`src/common/dtwPkg.sv`:
```
package dtwPkg;

    // ====================
    // geometry
    // ====================
    localparam int SEQ_LEN  = 20;                 // length of both sequences.
    localparam int IDX_W    = 5;                  // test/reference index width.
    localparam int NUM_PE   = 6;                  // PEs on one anti-diagonal row.
    localparam int PE_W     = 3;
    localparam int START_PE = 2;                  // PE holding cell (19,19).
    localparam int NUM_DIAG = 2 * SEQ_LEN - 1;    // rows in the path store.
    localparam int DIAG_W   = 6;

    // ====================
    // data widths
    // ====================
    localparam int PATH_W = 2;
    localparam int ROW_W  = NUM_PE * PATH_W;      // one row as loaded per clock.
    localparam int DIST_W = 16;
    localparam int DATA_W = 32;

    // direction back to the predecessor cell
    typedef enum logic [PATH_W-1:0] {
        PATH_NONE = 2'd0,
        PATH_LEFT = 2'd1,                         // (i, j-1).
        PATH_UP   = 2'd2,                         // (i-1, j).
        PATH_DIAG = 2'd3                          // (i-1, j-1).
    } pathDir_e;

    typedef enum logic [1:0] {
        ST_LOAD  = 2'd0,
        ST_TRACE = 2'd1,
        ST_DONE  = 2'd2
    } btState_e;

endpackage

```
`src/backtrace/btControl.sv`:
```
`timescale 1ns/1ps

module btControl (
    input  logic clk,
    input  logic nrst,
    input  logic i_btEna,
    input  logic i_atOrigin,
    output logic o_load,
    output logic o_step,
    output logic o_restart
);
    import dtwPkg::*;

    btState_e state;
    btState_e stateNext;

    always_comb begin
        stateNext = state;
        if (!i_btEna) begin
            stateNext = ST_LOAD;                  // enable low always re-arms.
        end else begin
            case (state)
                ST_LOAD: begin
                    stateNext = ST_TRACE;
                end
                ST_TRACE: begin
                    if (i_atOrigin) begin
                        stateNext = ST_DONE;      // freeze at (0,0).
                    end
                end
                ST_DONE: begin
                    stateNext = ST_DONE;
                end
                default: begin
                    stateNext = ST_LOAD;
                end
            endcase
        end
    end

    always_ff @(posedge clk or negedge nrst) begin
        if (!nrst) begin
            state <= ST_LOAD;
        end else begin
            state <= stateNext;
        end
    end

    // every edge that lands in load shifts a row and re-arms the cursor
    assign o_load    = (stateNext == ST_LOAD);
    assign o_restart = (stateNext == ST_LOAD);

    // step only while the walk stays in trace.
    assign o_step = (state == ST_TRACE) && (stateNext == ST_TRACE);

endmodule

```
`src/backtrace/btCursor.sv`:
```
`timescale 1ns/1ps

module btCursor (
    input  logic                     clk,
    input  logic                     nrst,
    input  logic                     i_step,
    input  logic                     i_restart,
    input  dtwPkg::pathDir_e         i_dir,
    output logic [dtwPkg::DIAG_W-1:0] o_nit,
    output logic [dtwPkg::PE_W-1:0]   o_npe,
    output logic [dtwPkg::IDX_W-1:0]  o_tIndex,
    output logic [dtwPkg::IDX_W-1:0]  o_rIndex,
    output logic                     o_atOrigin
);
    import dtwPkg::*;

    logic [DIAG_W-1:0] nit;                       // row in the path store.
    logic [PE_W-1:0]   npe;                       // PE within the row.
    logic              samePe;                    // (i-1,j) sits in the same PE.
    logic [IDX_W-1:0]  tIndex;
    logic [IDX_W-1:0]  rIndex;

    // ====================
    // cursor registers
    // ====================
    always_ff @(posedge clk or negedge nrst) begin
        if (!nrst) begin
            nit    <= DIAG_W'(NUM_DIAG - 1);
            npe    <= PE_W'(START_PE);
            samePe <= 1'b1;
            tIndex <= IDX_W'(SEQ_LEN - 1);
            rIndex <= IDX_W'(SEQ_LEN - 1);
        end else if (i_restart) begin
            nit    <= DIAG_W'(NUM_DIAG - 1);
            npe    <= PE_W'(START_PE);
            samePe <= 1'b1;
            tIndex <= IDX_W'(SEQ_LEN - 1);
            rIndex <= IDX_W'(SEQ_LEN - 1);
        end else if (i_step) begin
            case (i_dir)
                PATH_DIAG: begin
                    nit    <= nit - DIAG_W'(2);   // skips one anti-diagonal.
                    tIndex <= tIndex - IDX_W'(1);
                    rIndex <= rIndex - IDX_W'(1);
                end
                PATH_UP: begin
                    nit    <= nit - DIAG_W'(1);
                    tIndex <= tIndex - IDX_W'(1);
                    if (!samePe) begin
                        npe <= npe - PE_W'(1);
                    end
                    samePe <= ~samePe;
                end
                PATH_LEFT: begin
                    nit    <= nit - DIAG_W'(1);
                    rIndex <= rIndex - IDX_W'(1);
                    if (samePe) begin
                        npe <= npe + PE_W'(1);
                    end
                    samePe <= ~samePe;
                end
                default: begin
                    nit <= nit - DIAG_W'(1);      // no move, row still advances.
                end
            endcase
        end
    end

    assign o_nit      = nit;
    assign o_npe      = npe;
    assign o_tIndex   = tIndex;
    assign o_rIndex   = rIndex;
    assign o_atOrigin = (tIndex == '0) && (rIndex == '0);

endmodule

```
`src/backtrace/pathStore.sv`:
```
`timescale 1ns/1ps

module pathStore (
    input  logic                      clk,
    input  logic                      nrst,
    input  logic                      i_load,
    input  logic [dtwPkg::ROW_W-1:0]  i_row,
    input  logic [dtwPkg::DIAG_W-1:0] i_nit,
    input  logic [dtwPkg::PE_W-1:0]   i_npe,
    output dtwPkg::pathDir_e          o_dir
);
    import dtwPkg::*;

    logic [ROW_W-1:0]  mem [NUM_DIAG];            // row NUM_DIAG-1 is the newest.
    logic [ROW_W-1:0]  selRow;
    logic [PATH_W-1:0] selBits;

    // ====================
    // shift memory
    // ====================
    always_ff @(posedge clk or negedge nrst) begin
        if (!nrst) begin
            for (int k = 0; k < NUM_DIAG; k++) begin
                mem[k] <= '1;                     // all-diagonal image.
            end
        end else if (i_load) begin
            for (int k = 0; k < NUM_DIAG - 1; k++) begin
                mem[k] <= mem[k+1];
            end
            mem[NUM_DIAG-1] <= i_row;
        end
    end

    // ====================
    // read selector
    // ====================
    always_comb begin
        selRow  = '0;
        selBits = PATH_NONE;
        if (int'(i_nit) < NUM_DIAG) begin
            selRow = mem[i_nit];
            if (int'(i_npe) < NUM_PE) begin
                // PE 0 in the top pair.
                selBits = selRow[(NUM_PE - 1 - int'(i_npe)) * PATH_W +: PATH_W];
            end
        end
    end

    assign o_dir = pathDir_e'(selBits);

endmodule

```
`src/rtl/dtwBacktrace.sv`:
```
`timescale 1ns/1ps

module dtwBacktrace (
    input  logic                      clk,
    input  logic                      nrst,
    input  logic                      i_btEna,
    input  logic [dtwPkg::ROW_W-1:0]  i_pathRow,
    input  logic [dtwPkg::DIST_W-1:0] i_finalDist,
    output logic                      o_btEnd,
    output logic [dtwPkg::DATA_W-1:0] o_data
);
    import dtwPkg::*;

    logic              ctlLoad;
    logic              ctlStep;
    logic              ctlRestart;
    logic [DIAG_W-1:0] nit;
    logic [PE_W-1:0]   npe;
    logic [IDX_W-1:0]  tIndex;
    logic [IDX_W-1:0]  rIndex;
    logic              atOrigin;
    pathDir_e          dirSel;

    // ====================
    // control and cursor
    // ====================
    btControl btControl_i (
        .clk        (clk),
        .nrst       (nrst),
        .i_btEna    (i_btEna),
        .i_atOrigin (atOrigin),
        .o_load     (ctlLoad),
        .o_step     (ctlStep),
        .o_restart  (ctlRestart)
    );

    btCursor btCursor_i (
        .clk        (clk),
        .nrst       (nrst),
        .i_step     (ctlStep),
        .i_restart  (ctlRestart),
        .i_dir      (dirSel),
        .o_nit      (nit),
        .o_npe      (npe),
        .o_tIndex   (tIndex),
        .o_rIndex   (rIndex),
        .o_atOrigin (atOrigin)
    );

    pathStore pathStore_i (
        .clk    (clk),
        .nrst   (nrst),
        .i_load (ctlLoad),
        .i_row  (i_pathRow),
        .i_nit  (nit),
        .i_npe  (npe),
        .o_dir  (dirSel)
    );

    // ====================
    // output word
    // ====================
    traceOutput traceOutput_i (
        .clk         (clk),
        .nrst        (nrst),
        .i_btEna     (i_btEna),
        .i_finalDist (i_finalDist),
        .i_tIndex    (tIndex),
        .i_rIndex    (rIndex),
        .o_data      (o_data)
    );

    assign o_btEnd = atOrigin;

endmodule

```
`src/rtl/traceOutput.sv`:
```
`timescale 1ns/1ps

module traceOutput (
    input  logic                      clk,
    input  logic                      nrst,
    input  logic                      i_btEna,
    input  logic [dtwPkg::DIST_W-1:0] i_finalDist,
    input  logic [dtwPkg::IDX_W-1:0]  i_tIndex,
    input  logic [dtwPkg::IDX_W-1:0]  i_rIndex,
    output logic [dtwPkg::DATA_W-1:0] o_data
);
    import dtwPkg::*;

    logic [DIST_W-1:0] distReg;
    logic              enaQ;                      // enable as seen by the FSM.
    logic              enaQQ;
    logic              startPulse;
    logic [DIST_W-1:0] distField;

    always_ff @(posedge clk) begin
        if (!i_btEna) begin
            distReg <= i_finalDist;               // last value before trace wins.
        end
    end

    always_ff @(posedge clk or negedge nrst) begin
        if (!nrst) begin
            enaQ  <= 1'b0;
            enaQQ <= 1'b0;
        end else begin
            enaQ  <= i_btEna;
            enaQQ <= enaQ;
        end
    end

    // first trace cycle only.
    assign startPulse = enaQ & ~enaQQ;
    assign distField  = startPulse ? distReg : '0;

    assign o_data = {3'b000, i_tIndex, 3'b000, i_rIndex, distField};

endmodule

```
`config.mk`:
```
export PLATFORM = sky130hd
export DESIGN_NAME = dtwBacktrace
export DESIGN_NICKNAME = d
export VERILOG_FILES = /design/src/common/dtwPkg.sv /design/src/backtrace/btControl.sv /design/src/backtrace/btCursor.sv /design/src/backtrace/pathStore.sv /design/src/rtl/dtwBacktrace.sv /design/src/rtl/traceOutput.sv
export SDC_FILE = /design/constraint.sdc
export NUM_CORES = 1
export LEC_CHECK = 0
export ABC_AREA = 1
export BUFFER_PORTS_ARGS = -buffer_cell sky130_fd_sc_hd__buf_2
export CAP_MARGIN = 15
export CELL_PAD_IN_SITES_DETAIL_PLACEMENT = 2
export CELL_PAD_IN_SITES_GLOBAL_PLACEMENT = 2
export CORE_ASPECT_RATIO = 0.75
export CORE_UTILIZATION = 42
export DETAILED_ROUTE_END_ITERATION = 16
export PLACE_DENSITY = 0.9
export SLEW_MARGIN = 20
export SYNTH_ARGS = -nofsm -noshare
export SYNTH_HDL_FRONTEND = slang
export SYNTH_SLANG_ARGS = --single-unit
```
`constraint.sdc`:
```
create_clock -name clk -period 10.25 [get_ports clk]
set_input_delay 2.05 -clock clk [delete_from_list [all_inputs] [get_ports clk]]
set_output_delay 2.05 -clock clk [all_outputs]
set_load 0.05 [all_outputs]
```
# ---- Yosys cells after proc, flatten, opt, wreduce, memory -nomap -nowiden
# Cells that the tools add are included.
dict set report word_totals {
  reg_bits 508
  input_bits 31
  wordCells 115
}
dict set report classes {
  n_addsub 7
  magnitude_cmp 3
  eq_ne 8
  shift 1
  mux 26
  bitwise 4
  n_reduce_logical 18
}
# operator count
set ops {}
lappend ops {{$bmux W12 S6} 1}
lappend ops {{$shiftx A12 B32 Y2} 1}
lappend ops {{$mux W5} 6}
lappend ops {{$mux W12} 2}
lappend ops {{$mux W6} 3}
lappend ops {{$mux W16} 1}
lappend ops {{$mux W3} 4}
lappend ops {{$logic_not A5 Y1} 2}
lappend ops {{$sub A5 B1 Y5 const B} 2}
lappend ops {{$mux W2} 4}
lappend ops {{$reduce_bool A2 Y1} 4}
lappend ops {{$ge A7 B7 Y1 const B} 1}
lappend ops {{$not A6 Y7} 1}
lappend ops {{$eq A2 B1 Y1 const B} 3}
lappend ops {{$eq A2 B2 Y1 const B} 3}
lappend ops {{$lt A6 B6 Y1 const B} 1}
lappend ops {{$pmux W2 S3} 1}
lappend ops {{$pmux W3 S2} 1}
lappend ops {{$reduce_and A2 Y1} 3}
lappend ops {{$reduce_or A2 Y1} 3}
lappend ops {{$sub A6 B1 Y6 const B} 1}
lappend ops {{$sub A6 B2 Y6 const B} 1}
lappend ops {{$logic_not A2 Y1} 2}
lappend ops {{$reduce_and A4 Y1} 1}
lappend ops {{11 further kinds} 15}

# ---- Depth between registers and ports, before layout
# Gate-level depths: netlist of the first run.
dict set report depth {
  depth_word 12
  depth_mapped 25
  ltp_nobuf 24
}

# ---- Hierarchy
# Synthesis of the first run repeated with hierarchy kept, for this count alone.
dict set report unflattened {
  hier_cells 3016
  hier_area_um2 24711.2
}
# module instances cells_per_inst area_each_um2
set by_module_without_submodules {}
lappend by_module_without_submodules {pathStore 1 2770 22525.4}
lappend by_module_without_submodules {btCursor 1 162 1243.7}
lappend by_module_without_submodules {traceOutput 1 71 834.6}
lappend by_module_without_submodules {btControl 1 13 107.6}

# ---- Worst setup path before layout of the first run
# Ideal clock, no wire load.
dict set report synth_path {
  path_type {flip-flop to output port}
  from {reg btCursor_i.rIndex[0], in the netlist btCursor_i.o_rIndex[0]}
  to {out o_btEnd}
  t_arrival_ps 1463
  required_time_ps 8200
  setup_slack_ps 6737
  path_stages_with_launch 6
  path_buffers 0
  cell_sequence {dfstp_2 -> inv_1 -> ha_1 -> nor3b_1 -> nand4_1 -> inv_1}
}
dict set report synth_between {
  elab_chain_cells 2
}
# item line_no
set synth_lines {}
lappend synth_lines {{start: declaration} btCursor.sv:21} ;# logic [IDX_W-1:0] rIndex;
lappend synth_lines {{start signal: assignment} btCursor.sv:32} ;# rIndex <= IDX_W'(SEQ_LEN - 1);
lappend synth_lines {{start signal: assignment} btCursor.sv:38} ;# rIndex <= IDX_W'(SEQ_LEN - 1);
lappend synth_lines {{start signal: assignment} btCursor.sv:44} ;# rIndex <= rIndex - IDX_W'(1);
lappend synth_lines {{$logic_not A5 Y1} btCursor.sv:73} ;# assign o_atOrigin = (tIndex == '0) && (rIndex == '0);
lappend synth_lines {{$logic_and A1 B1 Y1} btCursor.sv:73}
lappend synth_lines {{end: declaration} dtwBacktrace.sv:9} ;# output logic o_btEnd,
# No other way between the ends.

# ---- Worst setup path after layout of the first run
dict set report layout_path {
  from {reg btCursor_i.nit[1], in the netlist btCursor_i.o_nit[1]}
  to {reg btCursor_i.npe[2], in the netlist btCursor_i.o_npe[2]}
}
dict set report layout_between {
  elab_chain_cells 11
  elab_cells_between_ends 17
  classes_between {order compare: 1; eq/ne: 4; shift: 1; mux: 8; bitwise: 1; reduce/logical: 2}
}
# item line_no
set layout_lines {}
lappend layout_lines {{start: declaration} btCursor.sv:17} ;# logic [DIAG_W-1:0] nit;
lappend layout_lines {{start signal: assignment} btCursor.sv:28} ;# nit <= DIAG_W'(NUM_DIAG - 1);
lappend layout_lines {{start signal: assignment} btCursor.sv:34} ;# nit <= DIAG_W'(NUM_DIAG - 1);
lappend layout_lines {{start signal: assignment} btCursor.sv:42} ;# nit <= nit - DIAG_W'(2);
lappend layout_lines {{$not A6 Y7 (not written as such)} pathStore.sv:41} ;# selRow = mem[i_nit];
lappend layout_lines {{$bmux W12 S6} pathStore.sv:41}
lappend layout_lines {{$mux W12 (not written as such) (2 in series)} pathStore.sv:41}
lappend layout_lines {{$shiftx A12 B32 Y2} pathStore.sv:44} ;# selBits = selRow[(NUM_PE - 1 - int'(i_npe)) * PATH_W +: PATH_W];
lappend layout_lines {{$mux W2} pathStore.sv:42} ;# if (int'(i_npe) < NUM_PE) begin
lappend layout_lines {{$mux W2 *} pathStore.sv:40} ;# if (int'(i_nit) < NUM_DIAG) begin
lappend layout_lines {{$eq A2 B1 Y1 / $eq A2 B2 Y1 (equally long branches)} btCursor.sv:40} ;# case (i_dir)
lappend layout_lines {{$pmux W3 S2} btCursor.sv:40}
lappend layout_lines {{$mux W3} btCursor.sv:39} ;# end else if (i_step) begin
lappend layout_lines {{$mux W3} btCursor.sv:33} ;# end else if (i_restart) begin
lappend layout_lines {{end signal: assignment} btCursor.sv:29} ;# npe <= PE_W'(START_PE);
lappend layout_lines {{end signal: assignment} btCursor.sv:35} ;# npe <= PE_W'(START_PE);
lappend layout_lines {{end signal: assignment} btCursor.sv:50} ;# npe <= npe - PE_W'(1);
lappend layout_lines {{end: declaration} btCursor.sv:18} ;# logic [PE_W-1:0] npe;
# Mark *: on every way between the ends. The rest lies on a longest branch, timed or not. The select of a mux whose other input is x is not followed.
# A chain may end at the register's enable or synchronous reset.

==> results of run 1 <==
per-stage QoR:
stage	utilization	instances	power (mW)
CTS	0.473	3688	6.61
global route	0.474	3689	6.86
floorplan	-	2937	3.68
finish	0.474	3689	6.63
detailed placement	0.441	3588	4.26
global placement	0.441	3588	4.09
cell families after synthesis:
family	after synthesis	share of synthesized area
flops	508	0.553
xor+xnor	3	0.00109
buf+inv	553	0.0919
fa+ha+maj	11	0.00599
compound gates	831	0.179
simple gates	1025	0.169
other cells	1	0.000155
state kept, by name (all words and copies together) (netlist names):
name / count
btCursor_i.samePe: 1
btCursor_i.o_npe: 3
btCursor_i.o_nit: 6
btCursor_i.o_rIndex: 5
btControl_i.state: 2
pathStore_i.mem: 468
traceOutput_i.enaQ: 1
traceOutput_i.distReg: 16
traceOutput_i.enaQQ: 1
btCursor_i.o_tIndex: 5
synthesized netlist by cell type, types with 4 or more instances:
cell type  count
a31oi_1        9
a21oi_1      180
edfxtp_1      16
nand2_1      809
o221ai_1      14
nor2_1        46
ha_1          10
o211ai_1      32
buf_2         51
o21ai_0      566
nand3_1      151
inv_2          4
inv_1        345
nor3_1         7
a22oi_1        8
clkbuf_1     123
buf_4         19
dfstp_2      479
nand4_1        4
buf_1          7
o21ai_1       17
dfrtp_1       13
worst min-delay path by stage:
stage                             from                  end  slack [ns]  cells past startpoint
global placement    traceOutput_i.enaQ  traceOutput_i.enaQQ        0.36                      0
detailed placement  traceOutput_i.enaQ  traceOutput_i.enaQQ        0.38                      0
global route        traceOutput_i.enaQ  traceOutput_i.enaQQ        0.42                      0
CTS                 traceOutput_i.enaQ  traceOutput_i.enaQQ        0.41                      0
finish              traceOutput_i.enaQ  traceOutput_i.enaQQ        0.40                      0
floorplan           traceOutput_i.enaQ  traceOutput_i.enaQQ        0.35                      0
worst max-delay path, delay by kind of cell (launching register included):
kind | cells | cell delay, ns
and+or+nand+nor | 15 | 1.88
adders and majority gates | 2 | 0.65
AOI/OAI and AO/OA | 1 | 0.15
xor gates and xnor gates | 1 | 0.19
buffers and inverters | 4 | 1.27
DFF | 1 | 0.94
where the power goes:
part | leakage [nW] | switching [mW] | internal (mW)
Clock | 0.910 | 0.944 | 1.23
Combinational | 4.47 | 1.20 | 0.408
Sequential | 5.31 | 0.297 | 2.56
metal layers:
metal,vias up,track usage,share of wire
met2,709,0.607,0.51
met4,0,0.133,0.038
met1,11594,0.414,0.40
met3,255,0.0520,0.045
met5,-,0,0
li1,9310,-,-
area by class of cell:
cell class	instances	area, sq um
Clock buffer	76	1550
Clock inverter	24	297
Fill cell	6074	29700
Inverter	351	1330
Multi-Input combinational cell	1876	8620
Sequential cell	508	13400
Tap cell	770	963
Timing Repair Buffer	84	572
==> impl_metrics.toml, run 1 <==
[yosys]
synth_seq_cells = 508
synthTopCellsByArea = "dfstp_2 52%, nand2_1 13%, o21ai_0 12%, inv_1 5.3%, a21oi_1 3.7%"
yosysTopAreaCell = "dfstp_2"
synth_enable_flop_cells = 16
synthCells = 2932
synth_flop_cell = "dfstp_2"
synth.avg_cell_area_sq_um = 8.26
synth_top_cell_area_share = 0.520
async_flop_share = 0.969
syn-cell-area_sq_mm = 0.0242
ys_types = 37
synth_warnings = 0
yosysSeqAreaShare = 0.553

[detailed_routing]
wl_mm = 100
vias = 21868
routedWlPerCell_um = 27.1
drcViolationCount = 0
drt_iter0_drc = 1840
first_pass_iters = 5
ant_nets = 0
via_per_inst = 5.93

[timing]
relSlewSlack = 0.226
tightest_slew_ns = 1.16
holdWs_ns = 0.401
fin_tns_setup_ns = 0
finClkSkew_ns = 0.0509
fmax_mhz = 185
rsz0062_at_grt = "false"
layout_min_cycle_time_ns = 5.40
timing.final.ws_setup_ns = 4.85
slew_viol_final = 0
fin_crit_sh = 0.526
setup_viol = 0
hold_viol = 0

[cts]
clock-sinks = 508
cts_made_buffers = 53
cts.repair.resized = 0
cts_root_buffer = "clkbuf_16"
post-cts-setup-buffers = 0
clockBufferDepth = 3
clkTransAtPathRegs_ns = 0.08
cts_tree = "yes"
hold_buffers = 0
clk_latency_ns = 0.64
htreeDepth = 2

[setup_path]
endpoint_kind = "register"
cp_cell_sequence = "buf_4 -> nand2_1 -> buf_4 -> nor2_1 -> nor2_1 -> a21oi_1 -> nor2_1 -> nand2_1 -> nand3_1 -> nand2_1 -> nand3_1 -> nand2_1 -> nand2_1 -> nand2_2 -> nand2_1 -> inv_1 -> ha_1 -> inv_1 -> fa_1 -> or2_2 -> nand3_1 -> xor2_1 -> nor2_1"
criticalPathCategory = "reg2reg"
crit_top_cell = "nand2_1"
startpoint = "btCursor_i.o_nit[1]"
r2r_cells = 23
worstPathMaxFanout = 65
cp-endpoint = "btCursor_i.o_npe[2]"
reg2reg_from = "btCursor_i.o_nit[1]"
cp.required_ns = 10.73
slowest_stage = "dfstp_4"
arrival_ns = 5.88
worstSetupStartpointType = "register"
r2r-end = "btCursor_i.o_npe[2]"
cp_slowest_stage_delay_ns = 0.94
rrSetupSlack_ns = 4.85

[layout]
antenna-diode-count = 0
final_cell_mix = "808 x nand2_1, 566 x o21ai_0, 478 x dfstp_2"
final_common_cell = "nand2_1"
final_nets = 2916
final_area_sq_mm = 0.0267
syn_to_final_growth_pct = 10.4
final_layout_size_suffix_gt1_frac = 0.226

[global_route]
antenna_found_initial = 0
grt_overflow = 0
grt_pass1_wl_mm = 154
grt_max_degree = 255
grt_use_total = 0.341
grt_pass1_vias = 24896

[placed_design]
placed_area_sq_mm = 0.0249
gp_congestion = 0.792
hpwl_mm = 49.9
portBuffers = 57
dp_slack_ns = 5.28

[die]
num_io_pins = 64
die_h_um = 210
core_sq_mm = 0.0564
die_x_um = 279
initial_utilization = 0.429
die_area_sq_mm = 0.0586
num_rows = 75

[status]
status = "finished clean"

[hold_path]
min_path_type = "reg2reg"

[job]
drv_cap = 0

[pwr]
leakagePower_nw = 10.7
power.density_mw_per_mm2 = 248
ir_worst_vdd_mv = 0.160
Note: power is estimated with default switching activity, not from simulation.
==> run 2, diff against run 1 <==
--- a/config.mk
+++ b/config.mk
@@ -11,9 +11,9 @@
 export CELL_PAD_IN_SITES_DETAIL_PLACEMENT = 2
 export CELL_PAD_IN_SITES_GLOBAL_PLACEMENT = 2
 export CORE_ASPECT_RATIO = 0.75
-export CORE_UTILIZATION = 42
+export CORE_UTILIZATION = 35
 export DETAILED_ROUTE_END_ITERATION = 16
-export PLACE_DENSITY = 0.9
+export PLACE_DENSITY = 0.8
 export SLEW_MARGIN = 20
 export SYNTH_ARGS = -nofsm -noshare
 export SYNTH_HDL_FRONTEND = slang
==> constraint.sdc (replaced) <==
create_clock -name clk -period 4.8 [get_ports clk]
set_input_delay 0.96 -clock clk [delete_from_list [all_inputs] [get_ports clk]]
set_output_delay 0.96 -clock clk [all_outputs]
set_load 0.05 [all_outputs]
==> impl_metrics.toml, run 2 (synthesis results as in run 1) <==
[timing]
fmax_mhz = 223
fin_crit_sh = 0.935
finClkSkew_ns = 0.0169
hold_viol = 0
fin_tns_setup_ns = 0
tightest_slew_ns = 1.24
slew_viol_final = 0
layout_min_cycle_time_ns = 4.49
relSlewSlack = 0.170
rsz0062_at_grt = "false"
setup_viol = 0
holdWs_ns = 0.379

[cts]
post-cts-setup-buffers = 0
cts_root_buffer = "clkbuf_16"
clkTransAtPathRegs_ns = 0.06
clock-sinks = 508
hold_buffers = 0
cts.repair.resized = 0
cts_made_buffers = 53
htreeDepth = 2
cts_tree = "yes"
clk_latency_ns = 0.62
clockBufferDepth = 3

[global_route]
grt_pass1_vias = 22603
grt_pass1_wl_mm = 126
grt_use_total = 0.223
grt_overflow = 0
antenna_found_initial = 3
grt_max_degree = 269

[layout]
syn_to_final_growth_pct = 11.5
largest_reg_flops = 468
antenna-diode-count = 0
final_common_cell = "nand2_1"
final_cell_mix = "808 x nand2_1, 566 x o21ai_0, 478 x dfstp_2"
final_nets = 2941
fin_cells = 3827
regMostFlops = "pathStore_i.mem"
final_layout_size_suffix_gt1_frac = 0.231
fillers = 7688

[pwr]
leakagePower_nw = 10.8
power.density_mw_per_mm2 = 493
ir_worst_vdd_mv = 0.250

[setup_path]
worstSetupStartpointType = "register"
path_delay_family = "simple AND/OR/NAND/NOR gates"
endpoint_kind = "register"
arrival_ns = 4.94
rrSetupSlack_ns = 0.31
worstPathMaxFanout = 30
startpoint = "btCursor_i.o_nit[1]"
r2r_cells = 20
crit_top_cell = "nand2_1"
criticalPathCategory = "reg2reg"
cp.required_ns = 5.25
crit_cells = 20
cp-endpoint = "btCursor_i.o_npe[2]"
slowest_stage = "dfstp_4"
critPathBufInv = 3
cp_slowest_stage_delay_ns = 0.95
cp_cell_sequence = "buf_4 -> nand3_1 -> a21oi_1 -> nor2_1 -> nand2_1 -> nand3_1 -> nand2_1 -> nand3_1 -> nand2_1 -> nand2_1 -> nand2_2 -> nand2_1 -> inv_1 -> ha_1 -> inv_1 -> fa_1 -> or2_2 -> nand3_1 -> xor2_1 -> nor2_1"
r2r-end = "btCursor_i.o_npe[2]"
reg2reg_from = "btCursor_i.o_nit[1]"

[die]
die_x_um = 306
num_rows = 83
die_area_sq_mm = 0.0702
core_sq_mm = 0.0684
die_h_um = 230
initial_utilization = 0.354
num_io_pins = 64

[detailed_routing]
ant_nets = 0
wl_mm = 77.8
via_per_inst = 5.31
drt_iter0_drc = 1053
drcViolationCount = 0
first_pass_iters = 5
routedWlPerCell_um = 20.3
vias = 20325

[status]
status = "finished clean"

[placed_design]
gp_congestion = 0.807
portBuffers = 57
hpwl_mm = 48.3
place_inst = 3736

[hold_path]
min_path_type = "reg2reg"

[job]
drv_cap = 0
==> run 2: changes by cell type in the layout (fill, tap and decap cells not counted), sizes merged <==
cell      previous run  this run
buf                 84       109
clkinv              17         5
clkbuf              76        87
bufinv               7         0
clkinvlp             1         0
==> run 2: final cells by class <==
class | count | area [sq um] | share of cell area
repair buffers | 109 | 861 | 0.0319
inverters | 351 | 1330 | 0.0492
clock inverters | 4 | 23.8 | 0.000880
clock buffers | 87 | 1660 | 0.0613
flip-flops and latches | 508 | 13400 | 0.496
multi-input cells | 1876 | 8620 | 0.319
well taps | 892 | 1120 | 0.0413
==> run 2: per-layer routing <==
metal,vias to the layer above,wire length (um),global-route usage
li1,9363,-,-
met1,10557,36600,0.302
met2,269,36600,0.369
met3,130,2900,0.0364
met4,6,1760,0.0616
met5,-,37,0
==> run 2: where the power goes <==
| part | switching (mW) | internal (mW) | leakage [nW] |
|---|---|---|---|
| clock | 1.78 | 2.33 | 0.828 |
| sequential | 0.467 | 5.46 | 5.31 |
| combinational | 2.33 | 0.959 | 4.62 |
| total | 4.57 | 8.74 | 10.8 |
==> run 2: through the flow <==
stage               area, sq um  setup WS (ns)  utilization  total power, mW
floorplan                 24200           1.59            -             7.86
finish                    27000          0.310        0.395             13.3
detailed placement        25300          0.372        0.370             9.21
global route              27000          0.125        0.395             14.0
CTS                       27000          0.329        0.395             13.5
global placement          25300          0.424        0.370             8.96
==> run 2: how the worst min path moves through the flow <==
stage	cells past startpoint	startpoint	endpoint	slack, ns
global route	0	traceOutput_i.enaQ	traceOutput_i.enaQQ	0.41
CTS	0	traceOutput_i.enaQ	traceOutput_i.enaQQ	0.38
finish	0	traceOutput_i.enaQ	traceOutput_i.enaQQ	0.38
detailed placement	0	traceOutput_i.enaQ	traceOutput_i.enaQQ	0.37
floorplan	0	traceOutput_i.enaQ	traceOutput_i.enaQQ	0.35
global placement	0	traceOutput_i.enaQ	traceOutput_i.enaQQ	0.36
==> run 3, diff against run 2 <==
--- a/config.mk
+++ b/config.mk
@@ -8,12 +8,10 @@
 export ABC_AREA = 1
 export BUFFER_PORTS_ARGS = -buffer_cell sky130_fd_sc_hd__buf_2
 export CAP_MARGIN = 15
-export CELL_PAD_IN_SITES_DETAIL_PLACEMENT = 2
-export CELL_PAD_IN_SITES_GLOBAL_PLACEMENT = 2
 export CORE_ASPECT_RATIO = 0.75
-export CORE_UTILIZATION = 35
+export CORE_UTILIZATION = 45
 export DETAILED_ROUTE_END_ITERATION = 16
-export PLACE_DENSITY = 0.8
+export PLACE_DENSITY = 0.67
 export SLEW_MARGIN = 20
 export SYNTH_ARGS = -nofsm -noshare
 export SYNTH_HDL_FRONTEND = slang
==> impl_metrics.toml, run 3 (synthesis results as in run 1) <==
[cts]
clkTransAtPathRegs_ns = 0.07
clk_latency_ns = 0.58
htreeDepth = 2
cts_tree = "yes"
cts.repair.resized = 0
clockBufferDepth = 3
clock-sinks = 508
cts_root_buffer = "clkbuf_16"
cts_made_buffers = 49
hold_buffers = 0
post-cts-setup-buffers = 0

[pwr]
power.density_mw_per_mm2 = 473
pwr-share-clk = 0.300
power_switching_mw = 4.09
p_comb_frac = 0.232
leakagePower_nw = 10.7
swShare = 0.324
ir_worst_vdd_mv = 0.258
power_frac_seq = 0.468
p_int_mw = 8.51

[layout]
syn_to_final_growth_pct = 10.0
utilization = 0.502
regMostFlops = "pathStore_i.mem"
final_layout_size_suffix_gt1_frac = 0.230
antenna-diode-count = 0
final_nets = 2938
final_area_sq_mm = 0.0266
final_common_cell = "nand2_1"
final_cell_mix = "808 x nand2_1, 566 x o21ai_0, 478 x dfstp_2"
largest_reg_flops = 468

[global_route]
grt-busiest-layer = "met1"
grt_max_degree = 224
grt_util_met1 = 0.332
grt_overflow = 0
grt_pass1_wl_mm = 96.8
use_met3 = 0.0351
grt_pass1_vias = 18082
antenna_found_initial = 0
grt_use_total = 0.216
use_met2 = 0.319

[detailed_routing]
first_pass_iters = 5
via_per_inst = 5.31
vias = 19340
drcViolationCount = 0
ant_nets = 0
routedWlPerCell_um = 16.1
drt_iter0_drc = 1791
wl_mm = 58.8

[setup_path]
criticalPathCategory = "reg2reg"
endpoint_kind = "register"
r2r_cells = 23
arrival_ns = 4.55
cp.required_ns = 5.30
worstSetupStartpointType = "register"
worstPathMaxFanout = 47

[hold_path]
min_path_type = "reg2reg"
min_path_cells = 0

[die]
num_io_pins = 64
die_area_sq_mm = 0.0547
core_sq_mm = 0.0531
die_h_um = 203
num_rows = 73
initial_utilization = 0.456
die_x_um = 270

[placed_design]
placed_area_sq_mm = 0.0251
gp_congestion = 0.839
portBuffers = 57
hpwl_mm = 36.6

[status]
status = "finished clean"

[timing]
hold_viol = 0
layout_min_cycle_time_ns = 4.05
setup_viol = 0
relSlewSlack = 0.319
tightest_slew_ns = 1.02
slew_viol_final = 0
fin_tns_setup_ns = 0
rsz0062_at_grt = "false"
finClkSkew_ns = 0.0207
fin_crit_sh = 0.844
fmax_mhz = 247

[job]
drv_cap = 0
run 3: final timing paths:
check	startpoint	endpoint	slack, ns
max	btCursor_i.o_nit[1]	btCursor_i.o_tIndex[4]	0.75
min	traceOutput_i.enaQ	traceOutput_i.enaQQ	0.38
max reg2reg	btCursor_i.o_nit[1]	btCursor_i.o_tIndex[4]	0.75
min reg2reg	traceOutput_i.enaQ	traceOutput_i.enaQQ	0.38
max in group asynchronous	nrst	btCursor_i.o_nit[0]	3.25
min in group asynchronous	nrst	pathStore_i.mem[357]	0.80
run 3: worst max-delay path: stages, from the launching register on:
cell	delay, ns
dfstp_4	1.01
inv_2	0.15
buf_12	0.22
nand3_1	0.10
nand2_1	0.06
nand2_1	0.05
nand2_1	0.05
nor2_1	0.15
nand2_1	0.11
nand3_1	0.16
nand2_1	0.07
nand3_1	0.08
nand2_1	0.12
nand2_1	0.11
nand2_2	0.08
nand2_1	0.10
inv_1	0.07
ha_1	0.27
o31ai_1	0.42
buf_4	0.22
inv_1	0.09
nand2_1	0.08
a21oi_1	0.06
o21ai_0	0.11
run 3: metal layers:
metal | part of all wire | vias up
met5 | 0 | -
met4 | 0.014 | 0
met3 | 0.056 | 64
met2 | 0.43 | 483
met1 | 0.50 | 9428
li1 | - | 9365
run 3: area by class of cell:
type,instances,area [sq um]
clock inverters,12,71.3
clock buffers,76,1490
repair buffers,110,843
multi-input cells,1876,8620
inverters,351,1330
flip-flops and latches,508,13400
fillers,4997,26400
well taps,712,891
run 3: through the flow:
step	hold slack (ns)	setup slack, ns	power [mW]	std cells
after global routing	0.390	0.443	13.3	3645
after floorplan	0.354	1.59	7.86	2937
after global placement	0.371	0.844	8.74	3557
final	0.379	0.749	12.6	3645
after CTS	0.384	0.813	12.7	3645
after detailed placement	0.369	0.833	8.84	3557
run 3: power groups by stage:
stage                     logic (mW)  clock network, mW  registers (mW)
after global placement          2.83                  0            5.92
after detailed placement        2.89                  0            5.95
final                           2.92               3.78            5.90
after CTS                       2.91               3.87            5.89
after floorplan                 2.03                  0            5.83
after global routing            3.31               4.04            5.99
